## config.mk

```make
export PLATFORM = sky130hd
export DESIGN_NAME = fetch_unit
export DESIGN_NICKNAME = d
export VERILOG_FILES = /design/src/logic/rv_pkg.sv /design/src/logic/fetch_unit.sv
export SDC_FILE = /design/constraint.sdc
export NUM_CORES = 1
export LEC_CHECK = 0
export BUFFER_PORTS_ARGS = -buffer_cell sky130_fd_sc_hd__clkbuf_2
export CAP_MARGIN = 20
export CORE_MARGIN = 3
export CORE_UTILIZATION = 42
export DETAILED_ROUTE_END_ITERATION = 6
export PLACE_DENSITY = 0.7
export SYNTH_ARGS = -nofsm -noshare
export SYNTH_HDL_FRONTEND = slang
export SYNTH_SLANG_ARGS = --single-unit
```

## constraint.sdc

```tcl
create_clock -name sysclk -period 6.1 [get_ports sysclk]
set_input_delay 1.22 -clock sysclk [delete_from_list [all_inputs] [get_ports sysclk]]
set_output_delay 1.22 -clock sysclk [all_outputs]
set_load 0.01 [all_outputs]
```

## src/logic/rv_pkg.sv

```systemverilog
/*
 Shared widths, opcodes and control encodings for the RV32I subset core.
 Only word loads and stores are kept, and there are no CSRs, JALR or AUIPC.
*/
`default_nettype none

package rv_pkg;

    localparam int XLEN = 32;
    localparam int PC_WIDTH = 16;
    localparam int DMEM_ADDR_WIDTH = 8;

    typedef logic [XLEN-1:0] word_t;
    typedef logic [PC_WIDTH-1:0] pc_t;
    typedef logic [PC_WIDTH-3:0] imem_addr_t;
    typedef logic [4:0] reg_addr_t;
    typedef logic [DMEM_ADDR_WIDTH-1:0] dmem_addr_t;

    typedef enum logic [6:0] {
        OP_R      = 7'b0110011,
        OP_IMM    = 7'b0010011,
        OP_LUI    = 7'b0110111,
        OP_LOAD   = 7'b0000011,
        OP_STORE  = 7'b0100011,
        OP_BRANCH = 7'b1100011,
        OP_JAL    = 7'b1101111
    } opcode_e;

    // Branch conditions
    localparam logic [2:0] F3_BEQ = 3'b000;
    localparam logic [2:0] F3_BNE = 3'b001;
    localparam logic [2:0] F3_BLT = 3'b100;
    localparam logic [2:0] F3_BGE = 3'b101;

    // Word access, the only load and store size
    localparam logic [2:0] F3_WORD = 3'b010;

    // Arithmetic funct3
    localparam logic [2:0] F3_ADD  = 3'b000;
    localparam logic [2:0] F3_SLL  = 3'b001;
    localparam logic [2:0] F3_SLT  = 3'b010;
    localparam logic [2:0] F3_SLTU = 3'b011;
    localparam logic [2:0] F3_XOR  = 3'b100;
    localparam logic [2:0] F3_SR   = 3'b101;
    localparam logic [2:0] F3_OR   = 3'b110;

    typedef enum logic [3:0] {
        ALU_ADD,
        ALU_SUB,
        ALU_AND,
        ALU_OR,
        ALU_XOR,
        ALU_SLT,
        ALU_SLTU,
        ALU_SLL,
        ALU_SRL,
        ALU_SRA,
        ALU_PASS_B
    } alu_op_e;

    typedef enum logic [1:0] {
        WB_ALU,
        WB_MEM,
        WB_PC_PLUS4
    } wb_sel_e;

endpackage

`default_nettype wire
```

## src/logic/fetch_unit.sv

```systemverilog
/*
 Program counter. imem_addr is the word address of the next pc, so the
 synchronous instruction memory returns the word for pc one cycle later.
*/
`default_nettype none

module fetch_unit (
    input  wire                 sysclk,
    input  wire                 reset,
    input  wire                 redirect,
    input  wire rv_pkg::pc_t    redirect_pc,
    output rv_pkg::pc_t         pc,
    output rv_pkg::imem_addr_t  imem_addr
);

    rv_pkg::pc_t next_pc;
    logic started;

    // First fetch after reset repeats address 0
    always_comb
    begin
        if (redirect)
            next_pc = redirect_pc;
        else if (started)
            next_pc = pc + rv_pkg::pc_t'(4);
        else
            next_pc = pc;
    end

    assign imem_addr = next_pc[rv_pkg::PC_WIDTH-1:2];

    always_ff @(posedge sysclk)
    begin
        if (reset)
        begin
            pc <= '0;
            started <= 1'b0;
        end
        else
        begin
            pc <= next_pc;
            started <= 1'b1;
        end
    end

endmodule

`default_nettype wire

```

# Word level (Yosys, flattened, before mapping)
# Index checks and enable logic that the tools add are counted.
# Widths: inputs -> output; s select.
[word_totals] ff_bits=17 inputBits=19 output_inout_bits=30 word_cells=8
[classes] add_sub_neg=1 muxes=3 reduce_logical=1
[ops] op="$mux 16" count=2
[ops] op="$add 16x3->16 const B" count=1
[ops] op="$reduce_bool 2->1" count=1
[ops] op="$mux 1" count=1

# Longest topological paths before layout
[logic_depth] word_depth=3 mapped_depth=6 mapped_depth_nobuf=5

# Least setup slack after synthesis
# Ideal clock, no wire load.
[synth_path] kind="input -> output" from="in redirect" to="out imem_addr[6]" t_arrival_ns=2.071 t_required_ns=4.880 path_slack_ns=2.809 path_stages=6 n_path_buf=3 cell_sequence="clkbuf_1 -> inv_1 -> clkbuf_1 -> nor2_1 -> a21oi_1 -> buf_4"
[synth_between] elab_chain_cells=1
[synth_rtl] item="start, declared" line="fetch_unit.sv:10" source="input wire redirect,"
[synth_rtl] item="$mux 16" line="fetch_unit.sv:22" source="if (redirect)"
[synth_rtl] item="end, declared" line="fetch_unit.sv:13" source="output rv_pkg::imem_addr_t imem_addr"
# Every way passes these cells.

# Worst setup path after layout
[layout_path] from="in redirect" to="out imem_addr[5]"
# The elaborated chain is that of the path after synthesis.

==> flow_summary.yaml <==
timing:
  final_min_period_over_clock_period_pct: 59.23
  rsz0062_at_grt: "false"
  slew-limit-headroom_pct: 63.90
  fmaxAchievable_mhz: 276.8
  setup-violations-final: 0
  post_route_worst_setup_slack_ns: 2.487
  number_of_max_slew_violations_in_the_final_report: 0
  fin_tns_setup_ns: 0
  finalHoldViolCount: 0
  fin_worst_skew_ns: 0.01622
  max_slew.worst_pin.slew_ns: 0.5415
  finalWorstPathRequiredPeriod_ns: 3.613
clocking:
  cts-root-to-sink-buffers: 2
  post_cts_resize_count: 0
  cts_root_buf: "sky130_fd_sc_hd__clkbuf_4"
  clk_transition_reported_paths_ns: 0.10
  clock_insertion_delay_worst_skew_ns: 0.30
  postCtsSetupBuffers: 0
  cts.hold.buffers_added: 0
  cts.sink_count: 17
  tritoncts: "yes"
  htreeDepth: 1
  cts_inserted_buffers: 3
pwr:
  p_int_mw: 0.1705
  power.net_switching_mw: 0.08267
  pwr_density_cell_mw_per_mm2: 193.8
  netSwitchingFraction_pct: 32.66
  p_leak_nw: 0.5771
  post-layout-total-power_mw: 0.2531
  power_frac_clock_pct: 25.4
  worst_ir_drop_vdd_v: 0.0001295
  p_seq_share_pct: 51.2
  power_frac_comb_pct: 23.4
final_layout:
  synthToLayoutAreaGrowth_pct: 14.47
  antenna_cells_inserted: 0
  finalCoreUtilization_pct: 51.79
  proportion_of_layout_cells_with_a_drive_suffix_above_1_pct: 41.82
  fillCellCount: 249
  design_area_mm2: 0.001306
  most_common_cell_after_layout_fill_and_taps_aside: "sky130_fd_sc_hd__clkbuf_2"
  layout.cells.most_common_list: "sky130_fd_sc_hd__clkbuf_2, sky130_fd_sc_hd__nor2_1, sky130_fd_sc_hd__dfxtp_1"
  num-nets-final: 186
synthesis:
  synthesis.nets: 154
  ys_ff_latch: 17
  yosys.area.top_type_share_pct: 29.82
  mappedNetlistArea_mm2: 0.001141
  postSynthAreaPerCell_um2: 8.516
  yosys_warnings: 0
  cells_taking_the_most_area_after_synthesis: "sky130_fd_sc_hd__dfxtp_1, sky130_fd_sc_hd__buf_4, sky130_fd_sc_hd__nor2_1, sky130_fd_sc_hd__nor4_2, sky130_fd_sc_hd__nand4_4"
  sequential_share_of_the_synthesized_area_pct: 29.82
  yosys.cell_types.count: 32
  yosys.area.top_type: "sky130_fd_sc_hd__dfxtp_1"
  synthCells: 134
setup_path:
  timing.rr.start: "pc[2]"
  regToRegSetupSlack_ns: 4.26
  critical_path_arrival_ns: 2.39
  worst_setup_path_end_kind: "output port"
  start_kind: "input pin"
  setup.worst_path.class: "input pin to output port"
  worst_r2r_endpoint: "pc[14]"
  reg2reg_depth: 5
  required_ns: 4.88
  cp_max_fo: 28
global_routing:
  grt_remaining_overflow: 0
  grt_pass1_vias: 954
  global_route.usage.total_pct: 16.03
  grt_start_max_net_pins: 29
  grt_pass1_wl_um: 4243
  grt_antenna_before_repair: 0
detailed_routing:
  met3RoutedLength_um: 204
  routedLengthMet1_um: 1082
  ant_nets: 0
  routed_wl_um: 2471
  top_signal_layer_used: "met4"
  via_count: 974
  routedWlPerCell_um: 12.67
  drtPass1Iterations: 4
  met2WireLength_um: 1146
  via_cell_ratio: 4.995
  drc: 0
  drt_first_iter_violations: 25
die:
  die_height_um: 58.13
  ios: 49
  effective_utilization_at_floorplan_pct: 45.24
  die_w_um: 58.13
  floorplan.core_area_mm2: 0.002522
  full_die_area_mm2: 0.003379
  rows: 18
placement:
  post-place-ws_ns: 2.485
  port_buffers: 48
  placement.cell_area_mm2: 0.001276
  post-dp-hpwl_um: 1920
  place.gp.congestion: 0.7646
worst_hold_path:
  hold_path_class: "flop to flop"
  hold_end: "pc[0]"
  holdPathStages: 2
  holdCritStartpoint: "pc[0]"
status:
  status: "finished, final reports clean"
flow_run:
  drv.max_cap_violation_count: 0
[worst max path at each step]
stage          startpoint           end  slack (ns)  depth (start not counted)
2_1_floorplan    redirect  imem_addr[6]        2.81                          6
3_3_place_gp     redirect  imem_addr[6]        2.52                          5
3_5_place_dp     redirect  imem_addr[5]        2.48                          5
4_1_cts          redirect  imem_addr[5]        2.48                          5
5_1_grt          redirect  imem_addr[5]        2.27                          5
6_report         redirect  imem_addr[5]        2.49                          5
[registers in the layout, summed over array words and instances (netlist names)]
signal	flops
pc	16
started	1
[cell usage after synthesis]
| master | count |
|---|---|
| sky130_fd_sc_hd__nand3_1 | 2 |
| sky130_fd_sc_hd__buf_2 | 3 |
| sky130_fd_sc_hd__nand4_1 | 1 |
| sky130_fd_sc_hd__a21oi_1 | 5 |
| sky130_fd_sc_hd__nand4_4 | 2 |
| sky130_fd_sc_hd__xor2_1 | 2 |
| sky130_fd_sc_hd__nor3_1 | 6 |
| sky130_fd_sc_hd__nand3_2 | 2 |
| sky130_fd_sc_hd__nor2b_1 | 3 |
| sky130_fd_sc_hd__inv_1 | 7 |
| sky130_fd_sc_hd__buf_4 | 14 |
| sky130_fd_sc_hd__o31a_1 | 4 |
| sky130_fd_sc_hd__clkbuf_1 | 3 |
| sky130_fd_sc_hd__nor4_2 | 5 |
| sky130_fd_sc_hd__nor3_2 | 3 |
| sky130_fd_sc_hd__mux2_2 | 2 |
| sky130_fd_sc_hd__a211oi_1 | 4 |
| sky130_fd_sc_hd__ha_1 | 1 |
| sky130_fd_sc_hd__nor4_1 | 1 |
| sky130_fd_sc_hd__nand2_1 | 8 |
| sky130_fd_sc_hd__nor2_2 | 1 |
| sky130_fd_sc_hd__dfxtp_1 | 17 |
| sky130_fd_sc_hd__a211oi_2 | 1 |
| sky130_fd_sc_hd__mux2i_1 | 3 |
| sky130_fd_sc_hd__o21ai_1 | 1 |
| sky130_fd_sc_hd__and2_1 | 4 |
| sky130_fd_sc_hd__o21ai_0 | 3 |
| sky130_fd_sc_hd__mux2_1 | 1 |
| sky130_fd_sc_hd__nor4_4 | 1 |
| sky130_fd_sc_hd__nor2_1 | 19 |
| sky130_fd_sc_hd__buf_6 | 1 |
| sky130_fd_sc_hd__xnor2_1 | 4 |
[kinds of logic after synthesis]
logic type / share of synthesized area (%)
buf+inv: 14.80
xor+xnor: 4.605
fa+ha+maj: 1.096
flops: 29.82
simple gates: 33.33
mux: 5.592
compound gates: 10.74
[critical path, stage by stage]
cell,delay [ns]
sky130_fd_sc_hd__clkbuf_2,0.43
sky130_fd_sc_hd__inv_1,0.32
sky130_fd_sc_hd__nor2_1,0.21
sky130_fd_sc_hd__a21oi_1,0.05
sky130_fd_sc_hd__clkbuf_2,0.15
[layer usage]
layer | track usage, % | vias up
li1 | - | 510
met1 | 18.86 | 429
met2 | 27.26 | 31
met3 | 4.900 | 4
met4 | 5.960 | 0
met5 | 0 | -
[per-stage QoR]
step,instances,hold slack (ns)
2_1_floorplan,134,0.5313
3_3_place_gp,191,0.4750
3_5_place_dp,191,0.5067
4_1_cts,195,0.5453
5_1_grt,195,0.5616
6_report,195,0.5390
[cell type report]
class | instances | area (um^2) | area share (%)
clock buffer | 3 | 22.52 | 1.724
timing repair buffer | 48 | 240.2 | 18.39
clock inverter | 1 | 7.507 | 0.5747
sequential | 17 | 340.3 | 26.05
multi-input combinational | 89 | 631.9 | 48.37
inverter | 7 | 26.28 | 2.011
tap | 30 | 37.54 | 2.874
[power by group through the flow]
| stage | logic (mW) | registers (mW) | clock network (mW) |
|---|---|---|---|
| finish | 0.0591 | 0.130 | 0.0643 |
| CTS | 0.0602 | 0.130 | 0.0671 |
| global placement | 0.0585 | 0.132 | 0 |
| global route | 0.0664 | 0.131 | 0.0700 |
| floorplan | 0.0444 | 0.133 | 0 |
| detailed placement | 0.0599 | 0.132 | 0 |
Power figures use the tool's default switching activity.
