==> config.mk <==
export PLATFORM = sky130hd
export DESIGN_NAME = control_decoder
export DESIGN_NICKNAME = d
export VERILOG_FILES = /design/src/logic/rv_pkg.sv /design/src/logic/control_decoder.sv
export SDC_FILE = /design/constraint.sdc
export NUM_CORES = 1
export LEC_CHECK = 0
export ABC_CLOCK_PERIOD_IN_PS = 1700
export BUFFER_PORTS_ARGS = -buffer_cell sky130_fd_sc_hd__buf_2
export CAP_MARGIN = 20
export CORE_UTILIZATION = 33
export DETAILED_ROUTE_END_ITERATION = 8
export GPL_ROUTABILITY_DRIVEN = 0
export GPL_TIMING_DRIVEN = 1
export PLACE_DENSITY_LB_ADDON = 0.25
export SLEW_MARGIN = 20
export SYNTH_ARGS = -nofsm -noshare
export SYNTH_HDL_FRONTEND = slang
export SYNTH_SLANG_ARGS = --single-unit
==> constraint.sdc <==
create_clock -name vclk -period 1.7
set_clock_uncertainty 0.2 [all_clocks]
set_input_delay 0.34 -clock vclk [all_inputs]
set_output_delay 0.34 -clock vclk [all_outputs]
set_load 0.02 [all_outputs]
==> src/logic/rv_pkg.sv <==
/*
 Shared widths, opcodes and control encodings for the RV32I subset core.
 Only word loads and stores are kept, and there are no CSRs, JALR or AUIPC.
*/
`default_nettype none

package rv_pkg;

    localparam int XLEN = 32;
    localparam int PC_WIDTH = 16;
    localparam int DMEM_ADDR_WIDTH = 8;

    typedef logic [XLEN-1:0] word_t;
    typedef logic [PC_WIDTH-1:0] pc_t;
    typedef logic [PC_WIDTH-3:0] imem_addr_t;
    typedef logic [4:0] reg_addr_t;
    typedef logic [DMEM_ADDR_WIDTH-1:0] dmem_addr_t;

    typedef enum logic [6:0] {
        OP_R      = 7'b0110011,
        OP_IMM    = 7'b0010011,
        OP_LUI    = 7'b0110111,
        OP_LOAD   = 7'b0000011,
        OP_STORE  = 7'b0100011,
        OP_BRANCH = 7'b1100011,
        OP_JAL    = 7'b1101111
    } opcode_e;

    // Branch conditions
    localparam logic [2:0] F3_BEQ = 3'b000;
    localparam logic [2:0] F3_BNE = 3'b001;
    localparam logic [2:0] F3_BLT = 3'b100;
    localparam logic [2:0] F3_BGE = 3'b101;

    // Word access, the only load and store size
    localparam logic [2:0] F3_WORD = 3'b010;

    // Arithmetic funct3
    localparam logic [2:0] F3_ADD  = 3'b000;
    localparam logic [2:0] F3_SLL  = 3'b001;
    localparam logic [2:0] F3_SLT  = 3'b010;
    localparam logic [2:0] F3_SLTU = 3'b011;
    localparam logic [2:0] F3_XOR  = 3'b100;
    localparam logic [2:0] F3_SR   = 3'b101;
    localparam logic [2:0] F3_OR   = 3'b110;

    typedef enum logic [3:0] {
        ALU_ADD,
        ALU_SUB,
        ALU_AND,
        ALU_OR,
        ALU_XOR,
        ALU_SLT,
        ALU_SLTU,
        ALU_SLL,
        ALU_SRL,
        ALU_SRA,
        ALU_PASS_B
    } alu_op_e;

    typedef enum logic [1:0] {
        WB_ALU,
        WB_MEM,
        WB_PC_PLUS4
    } wb_sel_e;

endpackage

`default_nettype wire
==> src/logic/control_decoder.sv <==
/*
 Instruction decode for the kept RV32I subset. Any other opcode, and loads,
 stores or branches with an unsupported funct3, decode with all enables low.
*/
`default_nettype none

module control_decoder (
    input  wire rv_pkg::word_t  instr,
    output rv_pkg::reg_addr_t   rs1,
    output rv_pkg::reg_addr_t   rs2,
    output rv_pkg::reg_addr_t   rd,
    output rv_pkg::word_t       imm,
    output rv_pkg::alu_op_e     alu_op,
    output logic                use_imm,
    output logic                reg_write,
    output logic                mem_read,
    output logic                mem_write,
    output logic                is_branch,
    output logic                is_jal,
    output logic [2:0]          branch_funct,
    output rv_pkg::wb_sel_e     wb_sel
);

    rv_pkg::opcode_e opcode;
    rv_pkg::alu_op_e arith_op;
    logic [2:0] funct3;

    assign opcode = rv_pkg::opcode_e'(instr[6:0]);
    assign funct3 = instr[14:12];
    assign rs1 = instr[19:15];
    assign rs2 = instr[24:20];
    assign rd = instr[11:7];
    assign branch_funct = funct3;

    // instr[30] picks SUB (register form only) and SRA
    always_comb
    begin
        case (funct3)
            rv_pkg::F3_ADD:
                arith_op = (opcode == rv_pkg::OP_R && instr[30]) ? rv_pkg::ALU_SUB
                                                                 : rv_pkg::ALU_ADD;
            rv_pkg::F3_SLL:  arith_op = rv_pkg::ALU_SLL;
            rv_pkg::F3_SLT:  arith_op = rv_pkg::ALU_SLT;
            rv_pkg::F3_SLTU: arith_op = rv_pkg::ALU_SLTU;
            rv_pkg::F3_XOR:  arith_op = rv_pkg::ALU_XOR;
            rv_pkg::F3_SR:   arith_op = instr[30] ? rv_pkg::ALU_SRA : rv_pkg::ALU_SRL;
            rv_pkg::F3_OR:   arith_op = rv_pkg::ALU_OR;
            default:         arith_op = rv_pkg::ALU_AND;
        endcase
    end

    always_comb
    begin
        imm = '0;
        alu_op = rv_pkg::ALU_ADD;
        use_imm = 1'b0;
        reg_write = 1'b0;
        mem_read = 1'b0;
        mem_write = 1'b0;
        is_branch = 1'b0;
        is_jal = 1'b0;
        wb_sel = rv_pkg::WB_ALU;

        case (opcode)
            rv_pkg::OP_R:
            begin
                alu_op = arith_op;
                reg_write = 1'b1;
            end
            rv_pkg::OP_IMM:
            begin
                imm = {{20{instr[31]}}, instr[31:20]};
                alu_op = arith_op;
                use_imm = 1'b1;
                reg_write = 1'b1;
            end
            rv_pkg::OP_LUI:
            begin
                imm = {instr[31:12], 12'b0};
                alu_op = rv_pkg::ALU_PASS_B;
                use_imm = 1'b1;
                reg_write = 1'b1;
            end
            rv_pkg::OP_LOAD:
            begin
                imm = {{20{instr[31]}}, instr[31:20]};
                use_imm = 1'b1;
                reg_write = (funct3 == rv_pkg::F3_WORD);
                mem_read = (funct3 == rv_pkg::F3_WORD);
                wb_sel = rv_pkg::WB_MEM;
            end
            rv_pkg::OP_STORE:
            begin
                imm = {{20{instr[31]}}, instr[31:25], instr[11:7]};
                use_imm = 1'b1;
                mem_write = (funct3 == rv_pkg::F3_WORD);
            end
            rv_pkg::OP_BRANCH:
            begin
                imm = {{19{instr[31]}}, instr[31], instr[7], instr[30:25], instr[11:8], 1'b0};
                is_branch = (funct3 == rv_pkg::F3_BEQ) || (funct3 == rv_pkg::F3_BNE)
                         || (funct3 == rv_pkg::F3_BLT) || (funct3 == rv_pkg::F3_BGE);
            end
            rv_pkg::OP_JAL:
            begin
                imm = {{11{instr[31]}}, instr[31], instr[19:12], instr[20], instr[30:21], 1'b0};
                is_jal = 1'b1;
                reg_write = 1'b1;
                wb_sel = rv_pkg::WB_PC_PLUS4;
            end
            default:
            begin
                // No-op
            end
        endcase
    end

endmodule

`default_nettype wire

# == Word level (Yosys, flattened, before mapping) ==
# Cells that the tools add are included.
# W data, S select, Z words.
# totals
ff_bits,0
input_bits,32
# op_classes
n_reduce_logical,9
n_eq_ne,13
muxes,12
# ops
op,count
$pmux W32 S5,1
$pmux W4 S7,1
$eq A7 B6 Y1 const B,3
$eq A7 B7 Y1 const B,2
$eq A3 B3 Y1 const B,3
$pmux W4 S2,1
$reduce_or A4 Y1,2
$eq A7 B2 Y1 const B,1
$eq A7 B5 Y1 const B,1
$mux W1,7
$eq A3 B2 Y1 const B,2
$pmux W2 S2,1
$reduce_or A2 Y1,2
$eq A3 B1 Y1 const B,1
$logic_not A3 Y1,1
$logic_or A1 B1 Y1,3
$pmux W1 S2,1
$logic_and A1 B1 Y1,1

# == Longest topological paths before layout ==
# logic_depth
depth_word,5
depth_mapped,5

# == Worst setup path before layout ==
# OpenSTA, ideal clock, no wires.
# synth_timing
kind,input-to-output
startpoint,input instr[2]
endpoint,output mem_read
path_buffers,1
path_slack_ps,-479
path_stages,4
arrival_ps,1639
t_required_ps,1160
cell_sequence,nand4bb_1 clkbuf_1 or3_1 nor4_1
# synth_via
elab_chain_len,2
# synth_rtl
item,line,text
start: declaration,control_decoder.sv:8,"input wire rv_pkg::word_t instr,"
$eq A7 B2 Y1,control_decoder.sv:64,case (opcode)
$mux W1,control_decoder.sv:64,
end: declaration,control_decoder.sv:16,"output logic mem_read,"
# Every way passes these cells.

# == Worst setup path in the final report ==
# layout_timing
startpoint,input instr[5]
endpoint,output imm[10]
# layout_via
elab_chain_len,3
# layout_rtl
item,line,text
$eq A7 B2 Y1 / $eq A7 B5 Y1 (equally long branches),control_decoder.sv:64,
$reduce_or A2 Y1 (no source line),n/a,
$pmux W32 S5 *,control_decoder.sv:64,
end: declaration,control_decoder.sv:12,"output rv_pkg::word_t imm,"
# Every way passes the cells marked *; elsewhere a longest branch is shown, timed or not.

==> run metrics <==
status=complete, but fails checks; failing checks=setup timing; Net Count, Synth=142; area of the mapped netlist=862 um^2; DIE AREA=2820 um^2; Max FO, Critical Path=8; Max-Cap Viols=0; Ys Warns=0; crit path from=instr[5]; P&R area growth vs syn=161%; Worst Path Arrival=1.54 ns; post-synth cell types=44; Initial Utilization=34.8%; DR DRC count=0; DRT iter0 DRCs=37; P per Cell Area=182 nW/um^2; top cell type's share of synthesized area=17.4%; Buffers on Ports=94; final instance area=2250 um^2; leakage=1.06 nW; dpl cell area=1650 um^2; Mean Syn Cell Area=7.84 um^2; cell taking the most area after synthesis=o2bb2ai_2; Critical path buffers and inverters=5; GRT Total Usage=26.1%; post-synthesis mux area share=2.90%; largest net degree at the start of global routing=11; max incr delay on CP=0.22 ns; Routed WL per cell=19.9 um; Largest delay share family, worst path=buffers and inverters; Die Wd=53.1 um; nets=254; initial antenna violation count=0; drt first pass iters=4; CP Launch Type=input port; Hold Path Origin=instr[18]; core area=2480 um^2; period utilization=122%; Setup CP Type=in -> out; pre-CTS WS=-0.391 ns; Tightest Pin Transition=0.435 ns; I/O pins=94; sequential element share of the synthesized area=0%; ranking of synthesized cells by area=o2bb2ai_2, buf_4, a21o_1; CP max stage cell=o22ai_2; unrepaired setup endpoints after global routing=true; global-route wire length before repair=5460 um; Simple-Gate Fraction of Synth Area=30.0%; critical path, cell by cell=buf_8, buf_8, nand4_1, buf_6, o22ai_2, buf_6, and2_1, buf_4; hold-fix buffer count after cts=0; Rel. slew slack=70.8%; die height=53.1 um; Post-DRT Antenna Nets=0; ratio of cells with drive above 1 in the final layout=80.9%; Reg area=0 um^2; Compound-Gate Fraction of Synth Area=43.7%; Antenna Cells=0; Data required, critical path=1.16 ns; vias per cell=5.58; vias in the first global route=1,181; Synth Area in XOR/XNOR=1.02%; Highest Clock Rate=481 MHz; Fin. Hold Viols=0; hold crit path type=in -> out; Mapped Cells=110; dpl hpwl=2600 um; Setup violations, final=44; Detailed Route WL=4980 um; minimum clock period=2.08 ns; final setup margin=-0.381 ns; # rows=18; Vias=1,394; Adder-Cell Fraction of Synth Area=0%; post-layout util=91.0%; largest family of logic cells by synthesized area=compound AO/OA/AOI/OAI gates; FF+latch count=0; total gr overflow=0; crit end category=primary output; Final Max Tran Viols=0; clkbuf count=0; Max VDD drop=188 uV
-- routing by layer --
layer  vias to the layer above  track usage [%]  wire length (um)
met5                         -                0                 0
met4                         0             7.46               182
met3                        16            0.862               344
met2                       107             54.0              2770
met1                       651             27.6              1680
li1                        620                -                 -
-- metrics by stage --
step / power, mW / TNS, ns / hold WS (ns) / std cells
final: 0.410 / -13.68 / 0.716 / 250
after CTS: 0.352 / -11.31 / 0.714 / 241
after global routing: 0.427 / -15.01 / 0.725 / 250
after detailed placement: 0.296 / -14.19 / 0.715 / 236
after floorplan: 0.184 / -7.88 / 0.528 / 110
after global placement: 0.288 / -13.61 / 0.713 / 236
-- cell families after synthesis --
family                 after synthesis
AND/OR/NAND/NOR                     41
XOR/XNOR                             1
multiplexers                         2
buffers and inverters               28
AO/OA/AOI/OAI                       38
-- layout by cell type, fill, tap and decap left out, types with 3 or more instances in the layout --
| master | instances |
|---|---|
| buf_12 | 3 |
| buf_6 | 49 |
| nand2_1 | 3 |
| a21o_1 | 8 |
| and2_1 | 6 |
| buf_4 | 32 |
| buf_2 | 46 |
| nor2_4 | 5 |
| buf_8 | 4 |
| o2bb2ai_4 | 10 |
| a22o_1 | 4 |
-- layout make-up --
type / instances / area (um^2)
fillers: 107 / 224
well taps: 30 / 37.5
multi-input cells: 83 / 1040
inverters: 2 / 7.51
repair buffers: 135 / 1170
-- cells in the mapped netlist --
cell	number
buf_6	2
o32a_1	1
nand2b_1	2
and4bb_2	1
a31oi_1	1
a21oi_4	1
nand4bb_1	1
or2_2	1
nor2b_1	3
nand3b_1	1
o31ai_1	2
xor2_1	1
nor4b_1	1
nor2_1	6
nor3b_1	2
nor4_1	1
clkbuf_1	4
a21o_1	8
nor3b_2	1
nand2_1	4
a21oi_1	3
a211oi_1	1
inv_1	2
mux2i_1	1
o2bb2ai_1	2
buf_2	1
or2_0	1
o2bb2ai_2	10
nand4_1	2
o22ai_1	1
nor2_2	1
or3b_4	1
or3_1	1
nor3_1	1
o21a_1	1
a31o_1	1
nand4b_1	1
buf_4	19
mux2_4	1
a22o_1	4
o21ai_0	1
and2_1	7
o32ai_2	1
nand3_1	2
-- timing repair --
action / CTS / global route
pin swaps: 8 / 15
endpoints found under the setup margin: 44 / 44
cloned: 2 / 0
setup buffers: 3 / 10
resized for setup: 95 / 36
-- final timing paths --
check                     end  depth (start not counted)
worst min-delay path   rs1[3]                          2
worst max-delay path  imm[10]                          8
-- power breakdown --
group,switching (mW),internal (mW),total (mW)
clock,0,0,0
sequential,0,0,0
combinational,0.222,0.188,0.410
total,0.222,0.188,0.410
(Power assumes the default switching activity.)
