==> config.mk <==
export PLATFORM = sky130hd
export DESIGN_NAME = register_file
export DESIGN_NICKNAME = d
export VERILOG_FILES = /design/src/logic/rv_pkg.sv /design/src/logic/register_file.sv
export SDC_FILE = /design/constraint.sdc
export NUM_CORES = 2
export LEC_CHECK = 0
export BUFFER_PORTS_ARGS = -buffer_cell sky130_fd_sc_hd__buf_2
export CORE_AREA = 2 2 385 387
export CTS_BUF_LIST = sky130_fd_sc_hd__clkbuf_8
export DETAILED_ROUTE_END_ITERATION = 12
export DIE_AREA = 0 0 387 389
export HOLD_SLACK_MARGIN = 0.15
export PLACE_DENSITY_LB_ADDON = 0.15
export SYNTH_ARGS = -nofsm -noshare
export SYNTH_HDL_FRONTEND = slang
export SYNTH_SLANG_ARGS = --single-unit
==> constraint.sdc <==
create_clock -name sysclk -period 2.5 [get_ports sysclk]
set_input_delay 0 -clock sysclk [delete_from_list [all_inputs] [get_ports sysclk]]
set_output_delay 0 -clock sysclk [all_outputs]
set_load 0.02 [all_outputs]
==> src/logic/rv_pkg.sv <==
/*
 Shared widths, opcodes and control encodings for the RV32I subset core.
 Only word loads and stores are kept, and there are no CSRs, JALR or AUIPC.
*/
`default_nettype none

package rv_pkg;

    localparam int XLEN = 32;
    localparam int PC_WIDTH = 16;
    localparam int DMEM_ADDR_WIDTH = 8;

    typedef logic [XLEN-1:0] word_t;
    typedef logic [PC_WIDTH-1:0] pc_t;
    typedef logic [PC_WIDTH-3:0] imem_addr_t;
    typedef logic [4:0] reg_addr_t;
    typedef logic [DMEM_ADDR_WIDTH-1:0] dmem_addr_t;

    typedef enum logic [6:0] {
        OP_R      = 7'b0110011,
        OP_IMM    = 7'b0010011,
        OP_LUI    = 7'b0110111,
        OP_LOAD   = 7'b0000011,
        OP_STORE  = 7'b0100011,
        OP_BRANCH = 7'b1100011,
        OP_JAL    = 7'b1101111
    } opcode_e;

    // Branch conditions
    localparam logic [2:0] F3_BEQ = 3'b000;
    localparam logic [2:0] F3_BNE = 3'b001;
    localparam logic [2:0] F3_BLT = 3'b100;
    localparam logic [2:0] F3_BGE = 3'b101;

    // Word access, the only load and store size
    localparam logic [2:0] F3_WORD = 3'b010;

    // Arithmetic funct3
    localparam logic [2:0] F3_ADD  = 3'b000;
    localparam logic [2:0] F3_SLL  = 3'b001;
    localparam logic [2:0] F3_SLT  = 3'b010;
    localparam logic [2:0] F3_SLTU = 3'b011;
    localparam logic [2:0] F3_XOR  = 3'b100;
    localparam logic [2:0] F3_SR   = 3'b101;
    localparam logic [2:0] F3_OR   = 3'b110;

    typedef enum logic [3:0] {
        ALU_ADD,
        ALU_SUB,
        ALU_AND,
        ALU_OR,
        ALU_XOR,
        ALU_SLT,
        ALU_SLTU,
        ALU_SLL,
        ALU_SRL,
        ALU_SRA,
        ALU_PASS_B
    } alu_op_e;

    typedef enum logic [1:0] {
        WB_ALU,
        WB_MEM,
        WB_PC_PLUS4
    } wb_sel_e;

endpackage

`default_nettype wire
==> src/logic/register_file.sv <==
/*
 32 x 32-bit register file, x0 reads as zero. A read of the register being
 written in the same cycle returns the new value.
*/
`default_nettype none

module register_file (
    input  wire                     sysclk,
    input  wire                     reset,
    input  wire                     we,
    input  wire rv_pkg::reg_addr_t  waddr,
    input  wire rv_pkg::reg_addr_t  raddr1,
    input  wire rv_pkg::reg_addr_t  raddr2,
    input  wire rv_pkg::word_t      wdata,
    output rv_pkg::word_t           rdata1,
    output rv_pkg::word_t           rdata2
);

    rv_pkg::word_t regs [32];

    function automatic rv_pkg::word_t read_port(input rv_pkg::reg_addr_t raddr);
        if (we && waddr == raddr && raddr != '0)
            return wdata;
        return regs[raddr];
    endfunction

    always_comb
    begin
        rdata1 = read_port(raddr1);
        rdata2 = read_port(raddr2);
    end

    // x0 is cleared by reset and never written
    always_ff @(posedge sysclk)
    begin
        if (reset)
        begin
            for (int i = 0; i < 32; i++)
                regs[i] <= '0;
        end
        else if (we && waddr != '0)
        begin
            regs[waddr] <= wdata;
        end
    end

endmodule

`default_nettype wire

# Yosys cells after proc, flatten, opt, wreduce, memory -nomap -nowiden
# Memory sizes are Yosys's and may differ from the RTL's.
# Index checks and enable logic that the tools add are counted.
dict set report op_classes {
  n_eq_ne 2
  muxes 14
  reduce_logical 9
}
# op n
set op_table {}
lappend op_table {{$mux 32} 5}
lappend op_table {{$reduce_or 32->1} 1}
lappend op_table {{$reduce_bool 5->1} 3}
lappend op_table {{$eq 5x5->1} 2}
lappend op_table {{$mux 1} 8}
lappend op_table {{$logic_and 1x1->1} 5}
lappend op_table {{$mux 5} 1}
dict set report word_totals {
  regBits 0
  ram_bits 1024
  wordCells 26
  memories 1
}
# name words width read_ports rd_clocked_by_memory_dff wr line_no
set mem_list {}
lappend mem_list {regs 32 32 2 0 32 register_file.sv:19} ;# rv_pkg::word_t regs [32];

# Depth between registers and ports, before layout
dict set report logic_depth {
  ltp_word 7
  ltp_mapped 10
  mapped_depth_nobuf 5
}

# Worst setup path before layout
# OpenSTA, ideal clock, no wires.
dict set report synth_timing {
  path_kind {input to register}
  from {in waddr[4]}
  to {mem regs[5][0] in the netlist's numbering (enable)}
  t_arrival_ns 1.497
  t_required_ns 2.125
  slack_ns 0.628
  stages 5
  path_cell_list {clkbuf_1 > or3b_2 > clkbuf_1 > nor2_1 > or2_2}
}
# element line_no
set synth_rtl {}
lappend synth_rtl {{from (decl)} register_file.sv:11} ;# input wire rv_pkg::reg_addr_t waddr,
lappend synth_rtl {{to (decl)} register_file.sv:19}

==> impl_metrics.prom <==
# TYPE chip_impl_metric gauge
chip_impl_metric{name="clk_buf_depth",unit=""} 3
chip_impl_metric{name="die_width",unit="um"} 387
chip_impl_metric{name="detail_route.wl_per_cell",unit="um"} 33.5
chip_impl_metric{name="leakage",unit="nW"} 23.4
chip_impl_metric{name="power-per-cell-area",unit="nW/um2"} 641
chip_impl_metric{name="drive_above_1_share",unit=""} 0.352
chip_impl_metric{name="worstMarginPinSlew",unit="ns"} 1.14
chip_impl_metric{name="final_cell_area",unit="um2"} 65700
chip_impl_metric{name="avgViaCountPerCell",unit=""} 5.94
chip_impl_metric{name="place_area",unit="um2"} 59800
chip_impl_metric{name="drt_iter0_markers",unit=""} 3867
chip_impl_metric{name="footprint_of_the_multi_input_gates",unit="um2"} 24800
chip_impl_metric{name="initial_antenna_violation_count",unit=""} 19
chip_impl_metric{name="grt.overflow.total",unit=""} 0
chip_impl_metric{name="max_h_tree_level",unit=""} 4
chip_impl_metric{name="drt-pass1-iter-count",unit=""} 6
chip_impl_metric{name="timing.final.hold_violations",unit=""} 0
chip_impl_metric{name="power.ir.vdd_worst",unit="mV"} 0.410
chip_impl_metric{name="die_height",unit="um"} 389
chip_impl_metric{name="grt_max_degree",unit=""} 62
chip_impl_metric{name="area.sequential",unit="um2"} 30700
chip_impl_metric{name="syn_avg_cell_area",unit="um2"} 14.9
chip_impl_metric{name="switching_share",unit=""} 0.274
chip_impl_metric{name="synth.cell_area",unit="um2"} 55400
chip_impl_info{name="worst_hold_path_type",value="in -> reg"} 1
chip_impl_metric{name="ys_async_sr_fraction",unit=""} 0
chip_impl_metric{name="grt_first_pass_wirelength",unit="um"} 284000
chip_impl_metric{name="place.gp.congestion",unit=""} 0.844
chip_impl_metric{name="clkSinkCount",unit=""} 1024
chip_impl_metric{name="track_usage",unit=""} 0.267
chip_impl_metric{name="nNetsFinal",unit=""} 3993
chip_impl_metric{name="cts_inserted_buffers",unit=""} 180
chip_impl_info{name="rsz0062_at_grt",value="true"} 1
chip_impl_metric{name="clk_pin_slew",unit="ns"} 0.07
chip_impl_metric{name="net_sw_power",unit="mW"} 11.5
chip_impl_metric{name="largest_register_ff_count",unit=""} 1024
chip_impl_metric{name="critical_path.max_stage_delay",unit="ns"} 0.50
chip_impl_info{name="biggestRegsByFlops",value="regs (1024)"} 1
chip_impl_info{name="start_to_end_type_of_the_worst_setup_path",value="reg -> out"} 1
chip_impl_metric{name="dp.final_hpwl",unit="um"} 121000
chip_impl_metric{name="power.share.sequential",unit=""} 0.484
chip_impl_metric{name="portion_of_the_post_synthesis_area_used_by_sequential_elements",unit=""} 0.555
chip_impl_metric{name="synth-seq-cells",unit=""} 1024
chip_impl_metric{name="areaGrowthSynthToFinish",unit="%"} 18.5
chip_impl_info{name="crit_family",value="multiplexers"} 1
chip_impl_metric{name="timing.final.crit_share",unit=""} 1.10
chip_impl_metric{name="yosys.cell_types.count",unit=""} 43
chip_impl_metric{name="critPathMaxFanout",unit=""} 2
chip_impl_metric{name="edff_count_synth",unit=""} 1024
chip_impl_metric{name="placement.io_buffers",unit=""} 113
chip_impl_metric{name="drc",unit=""} 0
chip_impl_metric{name="combinationalPowerShare",unit=""} 0.159
chip_impl_info{name="tritoncts",value="done"} 1
chip_impl_info{name="failing_checks",value="setup timing"} 1
chip_impl_metric{name="maxSlewHeadroom",unit=""} 0.243
chip_impl_metric{name="final_critical_path_setup_slack",unit="ns"} -0.247
chip_impl_metric{name="floorplan.io_pins",unit=""} 114
chip_impl_info{name="crit_path_end_kind",value="output port"} 1
chip_impl_info{name="clock_tree.root_cell",value="clkbuf_8"} 1
chip_impl_info{name="crit_path_cell_trace",value="mux4_2 > mux2i_2 > mux2_4 > nand2_2 > a22o_4 > buf_6"} 1
chip_impl_metric{name="drv.max_cap_violation_count",unit=""} 0
chip_impl_metric{name="share_clk_of_total_power",unit=""} 0.357
chip_impl_metric{name="max_clock_freq",unit="MHz"} 364
chip_impl_metric{name="initial_utilization",unit=""} 0.378
chip_impl_metric{name="slew_viol_final",unit=""} 0
chip_impl_metric{name="num_vias",unit=""} 35700
chip_impl_info{name="setup.worst_path.start_class",value="flip-flop"} 1
chip_impl_metric{name="internal-power",unit="mW"} 30.5
chip_impl_metric{name="setup_viol_count_final",unit=""} 64
chip_impl_metric{name="final_instance_count_without_filler_cells",unit=""} 6011
chip_impl_metric{name="worstPathArrival",unit="ns"} 2.75
chip_impl_metric{name="total_instance_count_after_detailed_placement",unit=""} 5639
chip_impl_info{name="status",value="finished, violations left"} 1
chip_impl_metric{name="die_area",unit="um2"} 151000
chip_impl_info{name="cpMaxStageDelayCell",value="mux4_2"} 1
chip_impl_metric{name="first_global_vias",unit=""} 36400
chip_impl_metric{name="finalCriticalPeriod",unit="ns"} 2.75
chip_impl_metric{name="post_synth_inst_count",unit=""} 3714
chip_impl_metric{name="final.fill_count",unit=""} 13000
chip_impl_metric{name="worst-endpoint-required",unit="ns"} 2.50
chip_impl_metric{name="wirelength",unit="um"} 202000
chip_impl_metric{name="worst-path-buf-inv",unit=""} 1
chip_impl_metric{name="core_area",unit="um2"} 147000
chip_impl_metric{name="detail-route-antenna-nets",unit=""} 0
chip_impl_metric{name="synth.yosys.warnings",unit=""} 0
chip_impl_info{name="synth-main-ff-cell",value="edfxtp_1"} 1
chip_impl_metric{name="std_cell_rows",unit=""} 141
chip_impl_info{name="top_register",value="regs"} 1
[synthesized netlist by cell type, types with 31 or more instances]
cell type  instances  area, um2
o221ai_1          31        272
a21oi_1           33        165
nor2_1            32        120
nand2_1           98        368
nand3_1           65        325
buf_2             58        290
or2_2             32        200
a22o_1            31        272
mux2i_1          194       1940
mux4_2           449      10100
edfxtp_1        1024      30700
and2_1           961       6010
mux2_2            92       1040
nor3_1            36        180
a211oi_1          32        240
clkbuf_1         276       1040
o211a_1           31        310
o22ai_1           95        594
[power groups by stage]
stage | Combinational [mW] | Clock, mW | Sequential, mW
floorplan | 3.50 | 0 | 20.5
global placement | 5.82 | 0 | 20.6
detailed placement | 5.82 | 0 | 20.7
CTS | 6.48 | 15.3 | 20.3
global route | 6.92 | 16.0 | 20.4
finish | 6.69 | 15.0 | 20.3
[cells by family after synthesis]
| group | count (synthesis) | share of synthesized area |
|---|---|---|
| flip-flops | 1024 | 0.555 |
| AND/OR/NAND/NOR | 1273 | 0.138 |
| multiplexers | 737 | 0.237 |
| XOR/XNOR | 9 | 0.00156 |
| buffers and inverters | 410 | 0.0342 |
| other | 1 | 0.0000677 |
| AO/OA/AOI/OAI | 260 | 0.0346 |
[metrics by stage]
step	hold WS [ns]	setup TNS [ns]	total power [mW]	utilization	setup WS [ns]
after global placement	0.552	-0.0272	26.5	0.408	-0.0272
after detailed placement	0.560	-0.0451	26.5	0.408	-0.0451
after global routing	0.250	-15.10	43.4	0.448	-0.309
final	0.242	-10.12	42.1	0.448	-0.247
after floorplan	0.198	0	23.9	-	0.628
after CTS	0.155	-16.27	42.1	0.444	-0.327
[routing by layer]
metal  GRT usage  wire length, um
met1       0.369            84400
met2       0.424            94700
met3      0.0496            15800
met4      0.0929             6560
met5           0               92
[final timing paths]
kind / slack (ns) / to / startpoint / cells after the start
worst min-delay path: 0.24 / regs[11][30]$_SDFFCE_PN0P_ / waddr[3] / 3
worst max-delay path: -0.25 / rdata1[11] / regs[31][11]$_SDFFCE_PN0P_ / 6
[repair_timing]
item / in CTS / in global routing
pin swaps: 35 / 61
setup endpoints to repair: 64 / 64
setup buffers: 4 / 0
resized for setup: 348 / 119
endpoints found under the hold margin: 1069 / 0
hold buffers: 49 / 0
[cells in the final DEF (no fill, tap or decap), types with 47 or more instances in the layout]
master,count
edfxtp_1,1024
mux2i_1,172
clkinv_1,50
and2_1,961
o22ai_1,94
buf_12,77
buf_6,58
mux4_2,449
inv_1,47
clkbuf_8,184
mux2_4,66
dlygate4sd3_1,49
buf_2,47
buf_4,189
[final cells by class]
cell class,instances,share of cell area
Antenna cell,7,0.000267
Clock buffer,184,0.0386
Clock inverter,129,0.0116
Inverter,1,0.0000572
Multi-Input combinational cell,2311,0.377
Sequential cell,1024,0.468
Tap cell,1930,0.0368
Timing Repair Buffer,425,0.0672
Note: power is estimated with default switching activity, not from simulation.
